**config.mk**
```make
export PLATFORM = sky130hd
export DESIGN_NAME = addrgen_top
export DESIGN_NICKNAME = d
export VERILOG_FILES = /design/src/hw/addrgen_cfg_pkg.sv /design/src/hw/addrgen_beat_pkg.sv /design/src/hw/addrgen_top.sv /design/src/hw/addrgen_addr_strobe.sv /design/src/hw/addrgen_loop_counters.sv /design/src/hw/addrgen_cfg_regs.sv /design/src/hw/addrgen_ctrl_fsm.sv
export SDC_FILE = /design/constraint.sdc
export NUM_CORES = 1
export LEC_CHECK = 0
export BUFFER_PORTS_ARGS = -buffer_cell sky130_fd_sc_hd__buf_2
export CORE_MARGIN = 3
export CORE_UTILIZATION = 28
export CTS_CLUSTER_SIZE = 25
export DETAILED_ROUTE_END_ITERATION = 7
export HOLD_SLACK_MARGIN = 0.15
export SETUP_SLACK_MARGIN = 0.4
export SLEW_MARGIN = 20
export SYNTH_ARGS = -nofsm -noshare
export SYNTH_HDL_FRONTEND = slang
export SYNTH_SLANG_ARGS = --single-unit
```
**constraint.sdc**
```tcl
create_clock -name clk_i -period 5.2 [get_ports clk_i]
set_input_delay 1.04 -clock clk_i [delete_from_list [all_inputs] [get_ports clk_i]]
set_output_delay 1.04 -clock clk_i [all_outputs]
set_load 0.1 [all_outputs]
```
**src/hw/addrgen_cfg_pkg.sv**
```systemverilog
// job configuration types of the streaming address generator
// shared by the top level, the configuration registers and the loop counters
// lengths and roll counts are unsigned, strides are signed byte distances

`default_nettype none

package addrgen_cfg_pkg;

  // byte address in the accelerator memory space
  typedef logic [31:0] addr_t;

  // distance between lines or features in bytes, may be negative
  typedef logic signed [15:0] stride_t;

  // loop length in words or lines, also used for the feature roll count
  typedef logic [15:0] len_t;

  // number of beats in one job
  typedef logic [15:0] trans_t;

endpackage

`default_nettype wire
```
**src/hw/addrgen_beat_pkg.sv**
```systemverilog
// definitions of the beats emitted on the memory port
// one beat is a word-aligned address plus a byte strobe
// the address union splits a byte address into word index and byte offset

`default_nettype none

package addrgen_beat_pkg;

  localparam int unsigned STEP_BYTES = 4; // bytes per memory word
  localparam int unsigned OFFSET_W   = 2; // log2 of STEP_BYTES

  // one enable bit per byte lane
  typedef logic [STEP_BYTES-1:0] strb_t;

  // same 32 bits seen as a byte address or as word index and offset
  typedef union packed {
    addrgen_cfg_pkg::addr_t raw;
    struct packed {
      logic [31-OFFSET_W:0] index; // word number
      logic [OFFSET_W-1:0]  offset; // byte within the word
    } word;
  } addr_u;

endpackage

`default_nettype wire

```
**src/hw/addrgen_top.sv**
```systemverilog
// streaming address generator for an accelerator memory port
// a job is started with req_i and finished when ack_o rises (four-phase)
// enable_i stalls the walk, one beat per enabled cycle while running
// walks words, lines and features and emits aligned address and strobe

`timescale 1ns/10ps
`default_nettype none

module addrgen_top #(
  parameter int unsigned CNT_W   = 10, // loop counter width
  parameter int unsigned TRANS_W = 16  // beat counter width
) (
  input  wire logic                     clk_i,
  input  wire logic                     rst_ni,
  input  wire logic                     req_i,
  output logic                          ack_o,
  input  wire logic                     enable_i,
  input  wire addrgen_cfg_pkg::addr_t   base_addr_i,
  input  wire addrgen_cfg_pkg::trans_t  trans_size_i,
  input  wire addrgen_cfg_pkg::stride_t line_stride_i,
  input  wire addrgen_cfg_pkg::stride_t feat_stride_i,
  input  wire addrgen_cfg_pkg::len_t    line_length_i,
  input  wire addrgen_cfg_pkg::len_t    feat_length_i,
  input  wire addrgen_cfg_pkg::len_t    feat_roll_i,
  input  wire logic                     loop_outer_i,
  output logic                          gen_valid_o,
  output addrgen_cfg_pkg::addr_t        gen_addr_o,
  output addrgen_beat_pkg::strb_t       gen_strb_o,
  output logic                          word_update_o,
  output logic                          line_update_o,
  output logic                          feat_update_o,
  output logic                          busy_o
);
  import addrgen_cfg_pkg::*;

  logic    capture, clear, step; // fsm strobes
  addr_t   base_addr;
  stride_t line_stride, feat_stride;
  len_t    words_m1, lines_m1, roll_m1; // captured loop limits
  logic    roll_zero, loop_outer, misaligned;
  addr_t   word_off, line_off, feat_off; // loop offsets in bytes
  logic    first_word, last_word;

  assign gen_valid_o = step; // beat issued in the same cycle

  addrgen_ctrl_fsm #(
    .TRANS_W (TRANS_W)
  ) u_ctrl_fsm (
    .clk_i        (clk_i),
    .rst_ni       (rst_ni),
    .req_i        (req_i),
    .enable_i     (enable_i),
    .trans_size_i (trans_size_i),
    .capture_o    (capture),
    .clear_o      (clear),
    .step_o       (step),
    .busy_o       (busy_o),
    .ack_o        (ack_o)
  );

  addrgen_cfg_regs u_cfg_regs (
    .clk_i         (clk_i),
    .rst_ni        (rst_ni),
    .capture_i     (capture),
    .base_addr_i   (base_addr_i),
    .line_stride_i (line_stride_i),
    .feat_stride_i (feat_stride_i),
    .line_length_i (line_length_i),
    .feat_length_i (feat_length_i),
    .feat_roll_i   (feat_roll_i),
    .loop_outer_i  (loop_outer_i),
    .base_addr_o   (base_addr),
    .line_stride_o (line_stride),
    .feat_stride_o (feat_stride),
    .words_m1_o    (words_m1),
    .lines_m1_o    (lines_m1),
    .roll_m1_o     (roll_m1),
    .roll_zero_o   (roll_zero),
    .loop_outer_o  (loop_outer),
    .misaligned_o  (misaligned)
  );

  addrgen_loop_counters #(
    .CNT_W (CNT_W)
  ) u_loop_counters (
    .clk_i         (clk_i),
    .rst_ni        (rst_ni),
    .clear_i       (clear),
    .step_i        (step),
    .line_stride_i (line_stride),
    .feat_stride_i (feat_stride),
    .words_m1_i    (words_m1),
    .lines_m1_i    (lines_m1),
    .roll_m1_i     (roll_m1),
    .roll_zero_i   (roll_zero),
    .loop_outer_i  (loop_outer),
    .word_off_o    (word_off),
    .line_off_o    (line_off),
    .feat_off_o    (feat_off),
    .first_word_o  (first_word),
    .last_word_o   (last_word),
    .word_update_o (word_update_o),
    .line_update_o (line_update_o),
    .feat_update_o (feat_update_o)
  );

  addrgen_addr_strobe u_addr_strobe (
    .base_addr_i  (base_addr),
    .word_off_i   (word_off),
    .line_off_i   (line_off),
    .feat_off_i   (feat_off),
    .misaligned_i (misaligned),
    .first_word_i (first_word),
    .last_word_i  (last_word),
    .gen_addr_o   (gen_addr_o),
    .gen_strb_o   (gen_strb_o)
  );

endmodule

`default_nettype wire

```
**src/hw/addrgen_addr_strobe.sv**
```systemverilog
// address and strobe generation of the address generator
// purely combinational, sums base and loop offsets
// emits the word-aligned address and the byte lanes of the current word

`timescale 1ns/10ps
`default_nettype none

module addrgen_addr_strobe (
  input  wire addrgen_cfg_pkg::addr_t base_addr_i,
  input  wire addrgen_cfg_pkg::addr_t word_off_i,
  input  wire addrgen_cfg_pkg::addr_t line_off_i,
  input  wire addrgen_cfg_pkg::addr_t feat_off_i,
  input  wire logic                   misaligned_i,
  input  wire logic                   first_word_i,
  input  wire logic                   last_word_i,
  output addrgen_cfg_pkg::addr_t      gen_addr_o,
  output addrgen_beat_pkg::strb_t     gen_strb_o
);
  import addrgen_beat_pkg::*;

  addr_u sum;     // byte address of the current beat
  addr_u aligned; // same word with the offset dropped

  assign sum.raw = base_addr_i + feat_off_i + line_off_i + word_off_i;

  assign aligned.word.index  = sum.word.index;
  assign aligned.word.offset = '0;
  assign gen_addr_o = aligned.raw;

  always_comb begin
    gen_strb_o = '1; // full word when aligned
    if (misaligned_i) begin
      if (first_word_i) gen_strb_o = gen_strb_o << sum.word.offset; // skip leading bytes
      if (last_word_i) gen_strb_o = ~(gen_strb_o << sum.word.offset); // tail bytes only
    end
  end

endmodule

`default_nettype wire

```
**src/hw/addrgen_loop_counters.sv**
```systemverilog
// word, line and feature loop nest of the address generator
// one iteration per step, offsets accumulate in bytes
// feature roll behaves as an outer or inner loop per loop_outer_i
// also flags which loop levels were updated by the current step

`timescale 1ns/10ps
`default_nettype none

module addrgen_loop_counters #(
  parameter int unsigned CNT_W = 10 // loop counter width
) (
  input  wire logic                     clk_i,
  input  wire logic                     rst_ni,
  input  wire logic                     clear_i,
  input  wire logic                     step_i,
  input  wire addrgen_cfg_pkg::stride_t line_stride_i,
  input  wire addrgen_cfg_pkg::stride_t feat_stride_i,
  input  wire addrgen_cfg_pkg::len_t    words_m1_i,
  input  wire addrgen_cfg_pkg::len_t    lines_m1_i,
  input  wire addrgen_cfg_pkg::len_t    roll_m1_i,
  input  wire logic                     roll_zero_i,
  input  wire logic                     loop_outer_i,
  output addrgen_cfg_pkg::addr_t        word_off_o,
  output addrgen_cfg_pkg::addr_t        line_off_o,
  output addrgen_cfg_pkg::addr_t        feat_off_o,
  output logic                          first_word_o,
  output logic                          last_word_o,
  output logic                          word_update_o,
  output logic                          line_update_o,
  output logic                          feat_update_o
);
  import addrgen_cfg_pkg::*;
  import addrgen_beat_pkg::*;

  logic [CNT_W-1:0] word_cnt_q, line_cnt_q, feat_cnt_q;
  addr_t            line_step, feat_step; // sign-extended strides
  logic             last_line, at_roll, below_roll;

  assign line_step = addr_t'(line_stride_i);
  assign feat_step = addr_t'(feat_stride_i);

  assign last_word_o = (len_t'(word_cnt_q) >= words_m1_i);
  assign last_line   = (len_t'(line_cnt_q) >= lines_m1_i);
  assign first_word_o = (word_cnt_q == '0);

  // zero roll count counts as both at and below the last roll
  assign at_roll    = (len_t'(feat_cnt_q) == roll_m1_i) || roll_zero_i;
  assign below_roll = (len_t'(feat_cnt_q) < roll_m1_i) || roll_zero_i;

  assign word_update_o = step_i;
  assign line_update_o = step_i && last_word_o;
  assign feat_update_o = step_i && last_word_o && last_line;

  always_ff @(posedge clk_i or negedge rst_ni) begin
    if (!rst_ni) begin
      word_cnt_q <= '0;
      line_cnt_q <= '0;
      feat_cnt_q <= '0;
      word_off_o <= '0;
      line_off_o <= '0;
      feat_off_o <= '0;
    end else if (clear_i) begin // fresh job starts from zero offsets
      word_cnt_q <= '0;
      line_cnt_q <= '0;
      feat_cnt_q <= '0;
      word_off_o <= '0;
      line_off_o <= '0;
      feat_off_o <= '0;
    end else if (step_i) begin
      if (!last_word_o) begin
        word_cnt_q <= word_cnt_q + CNT_W'(1);
        word_off_o <= word_off_o + addr_t'(STEP_BYTES);
      end else if (!last_line) begin // next line
        word_cnt_q <= '0;
        word_off_o <= '0;
        line_cnt_q <= line_cnt_q + CNT_W'(1);
        line_off_o <= line_off_o + line_step;
      end else begin // end of feature, apply roll rule
        word_cnt_q <= '0;
        word_off_o <= '0;
        line_cnt_q <= '0;
        line_off_o <= '0;
        if (loop_outer_i) begin
          if (at_roll) begin
            feat_cnt_q <= '0;
            feat_off_o <= feat_off_o + feat_step;
          end else begin
            feat_cnt_q <= feat_cnt_q + CNT_W'(1); // replay same feature
          end
        end else if (below_roll) begin
          feat_cnt_q <= feat_cnt_q + CNT_W'(1);
          feat_off_o <= feat_off_o + feat_step;
        end else begin // inner roll done, back to first feature
          feat_cnt_q <= '0;
          feat_off_o <= '0;
        end
      end
    end
  end

endmodule

`default_nettype wire

```
**src/hw/addrgen_cfg_regs.sv**
```systemverilog
// job configuration registers of the address generator
// sampled on capture, stable for the whole job
// also precomputes the loop limits and the misalignment flag

`timescale 1ns/10ps
`default_nettype none

module addrgen_cfg_regs (
  input  wire logic                     clk_i,
  input  wire logic                     rst_ni,
  input  wire logic                     capture_i,
  input  wire addrgen_cfg_pkg::addr_t   base_addr_i,
  input  wire addrgen_cfg_pkg::stride_t line_stride_i,
  input  wire addrgen_cfg_pkg::stride_t feat_stride_i,
  input  wire addrgen_cfg_pkg::len_t    line_length_i,
  input  wire addrgen_cfg_pkg::len_t    feat_length_i,
  input  wire addrgen_cfg_pkg::len_t    feat_roll_i,
  input  wire logic                     loop_outer_i,
  output addrgen_cfg_pkg::addr_t        base_addr_o,
  output addrgen_cfg_pkg::stride_t      line_stride_o,
  output addrgen_cfg_pkg::stride_t      feat_stride_o,
  output addrgen_cfg_pkg::len_t         words_m1_o, // last word index in a line
  output addrgen_cfg_pkg::len_t         lines_m1_o, // last line index in a feature
  output addrgen_cfg_pkg::len_t         roll_m1_o,  // last roll index
  output logic                          roll_zero_o,
  output logic                          loop_outer_o,
  output logic                          misaligned_o
);
  import addrgen_cfg_pkg::*;

  logic misaligned_d;
  len_t words_m1_d;

  // any unaligned term shifts every line by a partial word
  assign misaligned_d = (base_addr_i[1:0] != 2'b00) || (line_stride_i[1:0] != 2'b00) ||
                        (feat_stride_i[1:0] != 2'b00);
  assign words_m1_d = misaligned_d ? line_length_i : line_length_i - len_t'(1); // extra word

  always_ff @(posedge clk_i or negedge rst_ni) begin
    if (!rst_ni) begin
      words_m1_o   <= '0;
      lines_m1_o   <= '0;
      roll_m1_o    <= '0;
      roll_zero_o  <= 1'b0;
      loop_outer_o <= 1'b0;
      misaligned_o <= 1'b0;
    end else if (capture_i) begin
      words_m1_o   <= words_m1_d;
      lines_m1_o   <= feat_length_i - len_t'(1);
      roll_m1_o    <= feat_roll_i - len_t'(1);
      roll_zero_o  <= (feat_roll_i == '0);
      loop_outer_o <= loop_outer_i;
      misaligned_o <= misaligned_d;
    end
  end

  // address and strides only matter while running
  always_ff @(posedge clk_i) begin
    if (capture_i) begin
      base_addr_o   <= base_addr_i;
      line_stride_o <= line_stride_i;
      feat_stride_o <= feat_stride_i;
    end
  end

endmodule

`default_nettype wire

```
**src/hw/addrgen_ctrl_fsm.sv**
```systemverilog
// job control of the address generator
// four-phase req/ack handshake around a run of trans_size beats
// issues capture and clear at job start, counts beats while running

`timescale 1ns/10ps
`default_nettype none

module addrgen_ctrl_fsm #(
  parameter int unsigned TRANS_W = 16 // beat counter width
) (
  input  wire logic                    clk_i,
  input  wire logic                    rst_ni,
  input  wire logic                    req_i,
  input  wire logic                    enable_i,
  input  wire addrgen_cfg_pkg::trans_t trans_size_i, // stable while req_i high
  output logic                         capture_o,
  output logic                         clear_o,
  output logic                         step_o,
  output logic                         busy_o,
  output logic                         ack_o
);

  localparam logic [1:0] IDLE = 2'd0;
  localparam logic [1:0] RUN  = 2'd1;
  localparam logic [1:0] DONE = 2'd2;

  logic [1:0]         state_q, state_d;
  logic [TRANS_W-1:0] trans_cnt_q; // beats issued so far
  logic               beat_last;   // current step issues the final beat
  logic               size_zero;

  assign size_zero = (trans_size_i == '0);
  assign beat_last = ((trans_cnt_q + TRANS_W'(1)) == TRANS_W'(trans_size_i));

  assign step_o = (state_q == RUN) && enable_i;
  assign busy_o = (state_q == RUN);
  assign ack_o  = (state_q == DONE); // held until req_i drops

  always_comb begin
    state_d   = state_q;
    capture_o = 1'b0;
    clear_o   = 1'b0;
    case (state_q)
      IDLE: begin
        if (req_i) begin
          capture_o = 1'b1; // config sampled in this cycle
          clear_o   = 1'b1;
          state_d   = size_zero ? DONE : RUN; // empty job acks at once
        end
      end
      RUN: begin
        if (step_o && beat_last) state_d = DONE;
      end
      DONE: begin
        if (!req_i) state_d = IDLE; // ack drops one cycle after req
      end
      default: state_d = IDLE;
    endcase
  end

  always_ff @(posedge clk_i or negedge rst_ni) begin
    if (!rst_ni) begin
      state_q     <= IDLE;
      trans_cnt_q <= '0;
    end else begin
      state_q <= state_d;
      if (clear_o) trans_cnt_q <= '0;
      else if (step_o) trans_cnt_q <= trans_cnt_q + TRANS_W'(1);
    end
  end

endmodule

`default_nettype wire

```
* Yosys cells after proc, flatten, opt, wreduce, memory -nomap -nowiden
Cells that the tools add are included.
Cells by class: $add $sub $neg 13, $lt $le $gt $ge 3, equality and inequality tests 8, shifts and indexed selects 2, muxes and demuxes 42, bitwise logic cells 1, reductions and logical operators 22
Operators with widths (number):
- $mux 32 | 14
- $add 32x32->32 | 5
- $mux 10 | 14
- $mux 16 | 3
- $sub 16x1->16 const B | 3
- $add 32x3->32 const B | 1
- $ge 10x16->1 | 2
- $logic_not 16->1 | 2
- $add 10x1->10 const B | 3
- $add 16x1->16 const B | 1
- $eq 10x16->1 | 1
- $eq 16x16->1 | 1
- $lt 10x16->1 | 1
- $mux 4 | 4
- $reduce_bool 2->1 | 6
- $logic_not 10->1 | 1
- $mux 2 | 4
- $pmux 2 s3 | 1
- $reduce_and 3->1 | 2
- $logic_and 1x1->1 | 4
- $logic_or 1x1->1 | 4
- $ne 2x2->1 const B | 2
- $not 4->4 | 1
- $reduce_and 4->1 | 1
- other kinds (9) | 10
Word-level totals: bits in registers 259, bits of input ports 133, output and inout port bits 42, word-level logic and storage cells 108

* Depth between registers and ports, before layout
depth after elaboration 10, mapped depth 16

* Hierarchy
A second synthesis with hierarchy kept.
Second synthesis, totals: cell total of the unflattened synthesis 2113, area total of the unflattened synthesis 19058.3 um^2
Modules (own cells, without submodules):
- addrgen_loop_counters | times used 1, cells an instance 1086, area each 9260.1 um^2
- addrgen_cfg_regs | times used 1, cells an instance 364, area each 4662.0 um^2
- addrgen_addr_strobe | times used 1, cells an instance 489, area each 3704.8 um^2
- addrgen_ctrl_fsm | times used 1, cells an instance 174, area each 1431.4 um^2

* Worst setup path before layout
No wires, ideal clock.
path type register to output, start point register u_loop_counters.line_off_o[6], end point output port gen_addr_o[25], arrival 4695 ps, setup slack -535 ps, stages on the path, launching flop included 15, cells stage by stage dfrtp_1 -> inv_1 -> fa_1 -> fa_1 -> inv_1 -> ha_1 -> and2_1 -> a221oi_2 -> o21ai_1 -> a211oi_1 -> o22ai_1 -> o21a_1 -> nor2_1 -> o21bai_1 -> xor2_1
Between the ends: cells in the longest elaborated chain, start to end 2
Ends and longest elaborated chain:
- start, declared | line addrgen_loop_counters.sv:24 | output addrgen_cfg_pkg::addr_t line_off_o,
- start signal, assigned | line addrgen_loop_counters.sv:77 | line_off_o <= line_off_o + line_step;
- $add 32x32->32 (2 in a row) | line addrgen_addr_strobe.sv:24 | assign sum.raw = base_addr_i + feat_off_i + line_off_i + word_off_i;
- end, declared | line addrgen_top.sv:27 | output addrgen_cfg_pkg::addr_t gen_addr_o,
Every way passes these cells.

* Final worst setup path
start point register u_loop_counters.line_off_o[8], end point output port gen_addr_o[30]
Same word-level chain as after synthesis.

==> summary.md <==
| Metric | Value |
|---|---|
| Full die area | `roughly 0.07 mm²` |
| Leading area contributor after synthesis | `dfrtp_1` |
| Main combinational cell family by area after synthesis | `compound AO/OA/AOI/OAI gates` |
| Synth Cell Area | `0.0183 mm²` |
| Simple-gate share of the synthesized area | `0.159` |
| DRC | `0` |
| Nets@finish | `2589` |
| Initial Utilization | `0.283` |
| Critical path type | `flip-flop to output pin` |
| Routed len/inst | `about 17 µm` |
| Max-cap violation count | `0` |
| Fmax | `around 180 MHz` |
| Setup TNS | `-1.41 ns` |
| WHS Path Cells | `2` |
| Mean area per synthesized cell | `8.99 µm²` |
| CTS root buf | `clkbuf_16` |
| Placed insts | `approximately 3000` |
| Final Hold Vio Count | `0` |
| Mux share of post-synthesis cell area | `0.000547` |
| Synth top area cells | `dfrtp_1 26%, edfxtp_1 11%, ha_1 9.0%, fa_1 6.9%, o21ai_0 5.4%` |
| Largest net degree at the start of global routing | `108` |
| Critical-path top delay cell | `fa_1` |
| Antenna-violating nets left | `0` |
| FF-to-FF End | `u_loop_counters.line_off_o[24]` |
| Total number of vias | `15500` |
| Reg-to-Reg Start | `u_loop_counters.line_off_o[0]` |
| Layout cells sized above 1 | `0.180` |
| First-pass GRT wire length | `84.4 mm` |
| Critical path's top delay family | `adder cells` |
| Row cnt | `between 90 and 100` |
| Setup ws final | `-0.246 ns` |
| Req. time, crit path | `4.16 ns` |
| DR vias/cell | `4.94` |
| Reg2Reg Setup Slack | `around 1.2 ns` |
| Dpl hpwl | `roughly 40 mm` |
| Finish-stage setup viols | `12` |
| Worst Hold Class | `flip-flop to flip-flop` |
| Crit-path max FO | `5` |
| Clk pwr share | `0.157` |
| Clk_skew | `0.0171 ns` |
| GPL Wtd Cong | `0.877` |
| RSZ-0062 raised after global routing | `yes` |
| Antenna violations before repair | `3` |
| Hold Crit Start | `u_cfg_regs.lines_m1_o[12]` |
| Number of library cell types mapped by synthesis | `74` |
| Area fraction of the dominant cell type after synthesis | `0.264` |
| Die width | `roughly 260 µm` |
| CTS Sinks | `257` |
| Hold-fix buffers, CTS | `0` |
| Cells after Synth | `2036` |
| Synth warnings | `0` |
| # H-tree levels | `2` |
| List of most frequent post-synthesis cells | `239 x nand2_1, 230 x inv_1, 198 x o21ai_0` |
| Sw Share | `0.507` |
| EDFF count, synth | `64` |
| Grt ovf | `0` |
| Gate power share | `0.676` |
| DR iter-0 viols | `approximately 1000` |
| Count leader, synth | `nand2_1` |
| Sequential Power Share | `0.167` |
| CP Cell Sequence | `inv_2, fa_1, fa_1, inv_1, ha_1, buf_4, nor2_1, nor2_1, o21a_1, a21oi_2, o22ai_2, a211oi_2, buf_4, o31ai_4, or4b_4, nand3_4, buf_12` |
| Startpoint types | `flip-flop` |
| CP peak stage delay | `a little over 0.5 ns` |
| WL final | `53.5 mm` |
| Min cycle time layout | `approximately 5.4 ns` |
| Total track usage | `0.156` |
| P_sw | `~8 mW` |
| Core area | `~0.065 mm²` |
| Static Leakage | `between 10 and 15 nW` |
| FFs w/ async S/R, synth | `0.751` |
| Power per Cell Area | `680 mW/mm²` |
| Period utilisation layout | `1.05` |
| Failing checks | `setup timing` |
| Post-Synth XOR/XNOR Area | `0.0766` |
| Slew Limit Fails | `0` |
| Buffers on Ports | `172` |
| Clk buf depth | `3` |
| Int Pwr | `7.66 mW` |
| Synth Area in Adders | `0.159` |
| Vias in the first global route | `15500` |
| Hold Path Sink | `u_cfg_regs.lines_m1_o[12]` |
| Flops & latches, synth | `257` |
| IO Count | `about 180` |
| Status | `complete, but fails checks` |
| Num CTS Buffers | `34` |
| CP bufs+invs | `5` |
| Slew @ Worst Pin | `about 1.1 ns` |
| TritonCTS clock tree | `done` |
| Ys flop type | `dfrtp_1` |
| Layout area overhead | `24.8%` |
| CP arrival | `between 4 and 5 ns` |
| Synth Area in Compound Gates | `0.176` |
| CTS clk-pin slew, worst paths | `roughly 0.060 ns` |
| Slew margin rel. | `0.263` |
| Element type at the critical path end | `output pin` |
| Final Instance Count excl. Fillers | `3142` |
| Drt pass-1 iters | `5` |
| Clock Latency Late Sink | `0.54 ns` |
| R2R depth | `11` |
| Register area share after synthesis | `0.369` |
| Die Y | `262 µm` |
| Peak VDD IR | `roughly 1600 µV` |
| Place WS | `0.0653 ns` |
## routing by layer
layer  part of all wire  vias up  track usage
met5            0.00024        -            0
met4              0.029        2       0.0505
met3              0.049       81       0.0251
met2               0.47      377        0.254
met1               0.45     7508        0.211
li1                   -     7539            -
## power groups by stage
stage	Combinational (mW)	Clock, mW	Sequential [mW]
6_report	10.5	2.44	2.60
3_5_place_dp	9.04	0	2.64
5_1_grt	11.1	2.59	2.64
3_3_place_gp	8.95	0	2.63
2_1_floorplan	6.64	0	2.57
4_1_cts	10.0	2.52	2.60
## worst max path at each step
| stage | cells after the start | from | to |
|---|---|---|---|
| after floorplan | 12 | u_loop_counters.line_off_o[14] | gen_addr_o[21] |
| after global placement | 16 | u_loop_counters.feat_off_o[6] | gen_addr_o[31] |
| after detailed placement | 16 | u_loop_counters.feat_off_o[6] | gen_addr_o[31] |
| after CTS | 16 | u_loop_counters.line_off_o[5] | gen_addr_o[30] |
| after global routing | 16 | u_loop_counters.line_off_o[14] | gen_addr_o[30] |
| final | 17 | u_loop_counters.line_off_o[8] | gen_addr_o[30] |
## through the flow
step	area (µm²)	util	power [mW]	hold WS (ns)
floorplan	18600	-	9.21	0.441
global placement	20800	0.322	11.6	0.460
detailed placement	20800	0.322	11.7	0.466
CTS	22600	0.349	15.1	0.479
global route	22800	0.354	16.4	0.508
finish	22800	0.354	15.5	0.476
## placed cells by master, fill, tap and decap left out, types with 8 or more instances in the layout
cell,netlist,layout
nand4_1,15,15
nand2b_1,15,15
o21ai_0,198,192
o31ai_1,40,40
ha_1,132,119
nor3_1,25,24
edfxtp_1,64,64
xnor2_1,100,85
xnor2_4,0,11
dfrtp_1,193,193
a21oi_1,104,92
o21bai_1,21,18
buf_6,0,12
a31oi_1,16,14
ha_4,0,11
fa_1,63,62
clkinv_2,0,8
nand3_1,64,63
buf_12,0,23
or3_1,9,9
clkbuf_16,0,35
and3_1,42,41
nor4_1,22,22
buf_4,3,56
inv_1,230,214
o211ai_1,11,11
inv_2,1,16
nor2_1,117,114
o22ai_1,29,27
xor2_1,60,54
nand2_1,239,237
a21o_1,48,48
nor2b_1,20,19
a21oi_2,0,10
buf_2,5,146
## cell families (layout without fill, tap and decap cells)
kind of cell	count (synthesis)	count (layout)
fa+ha+maj	195	195
other cells	1	4
flops	257	257
simple gates	611	611
compound gates	526	526
buf+inv	285	533
mux	1	1
xor+xnor	160	160
## worst reg2reg max path: cells and delay by family (launching register included)
family	cells	cell delay (ns)
xor+xnor	1	0.19
flops	1	0.42
simple gates	1	0.07
compound gates	7	2.49
fa+ha+maj	2	0.67
## final cells by class
class | instances | area (µm²)
Timing Repair Buffer | 241 | 1810
Clock buffer | 46 | 957
Tap cell | 855 | 1070
Sequential cell | 257 | 6750
Fill cell | 6452 | 41700
Clock inverter | 15 | 183
Multi-Input combinational cell | 1496 | 11200
Inverter | 231 | 870
Antenna cell | 1 | 2.50
## flip-flops by register name, indices dropped and copies added, names as in the netlist, 16 cells and up
register                    flops
u_cfg_regs.feat_stride_o       16
u_loop_counters.word_off_o     30
u_loop_counters.line_off_o     32
u_cfg_regs.roll_m1_o           16
u_loop_counters.feat_off_o     32
u_ctrl_fsm.trans_cnt_q         16
u_cfg_regs.words_m1_o          16
u_cfg_regs.line_stride_o       16
u_cfg_regs.lines_m1_o          16
u_cfg_regs.base_addr_o         32
## what timing repair did
action,4_1_cts,5_1_grt
buffers inserted,33,11
resized for setup,89,36
setup endpoints to repair,24,26
pin swaps,48,31
Power figures use the tool's default switching activity.
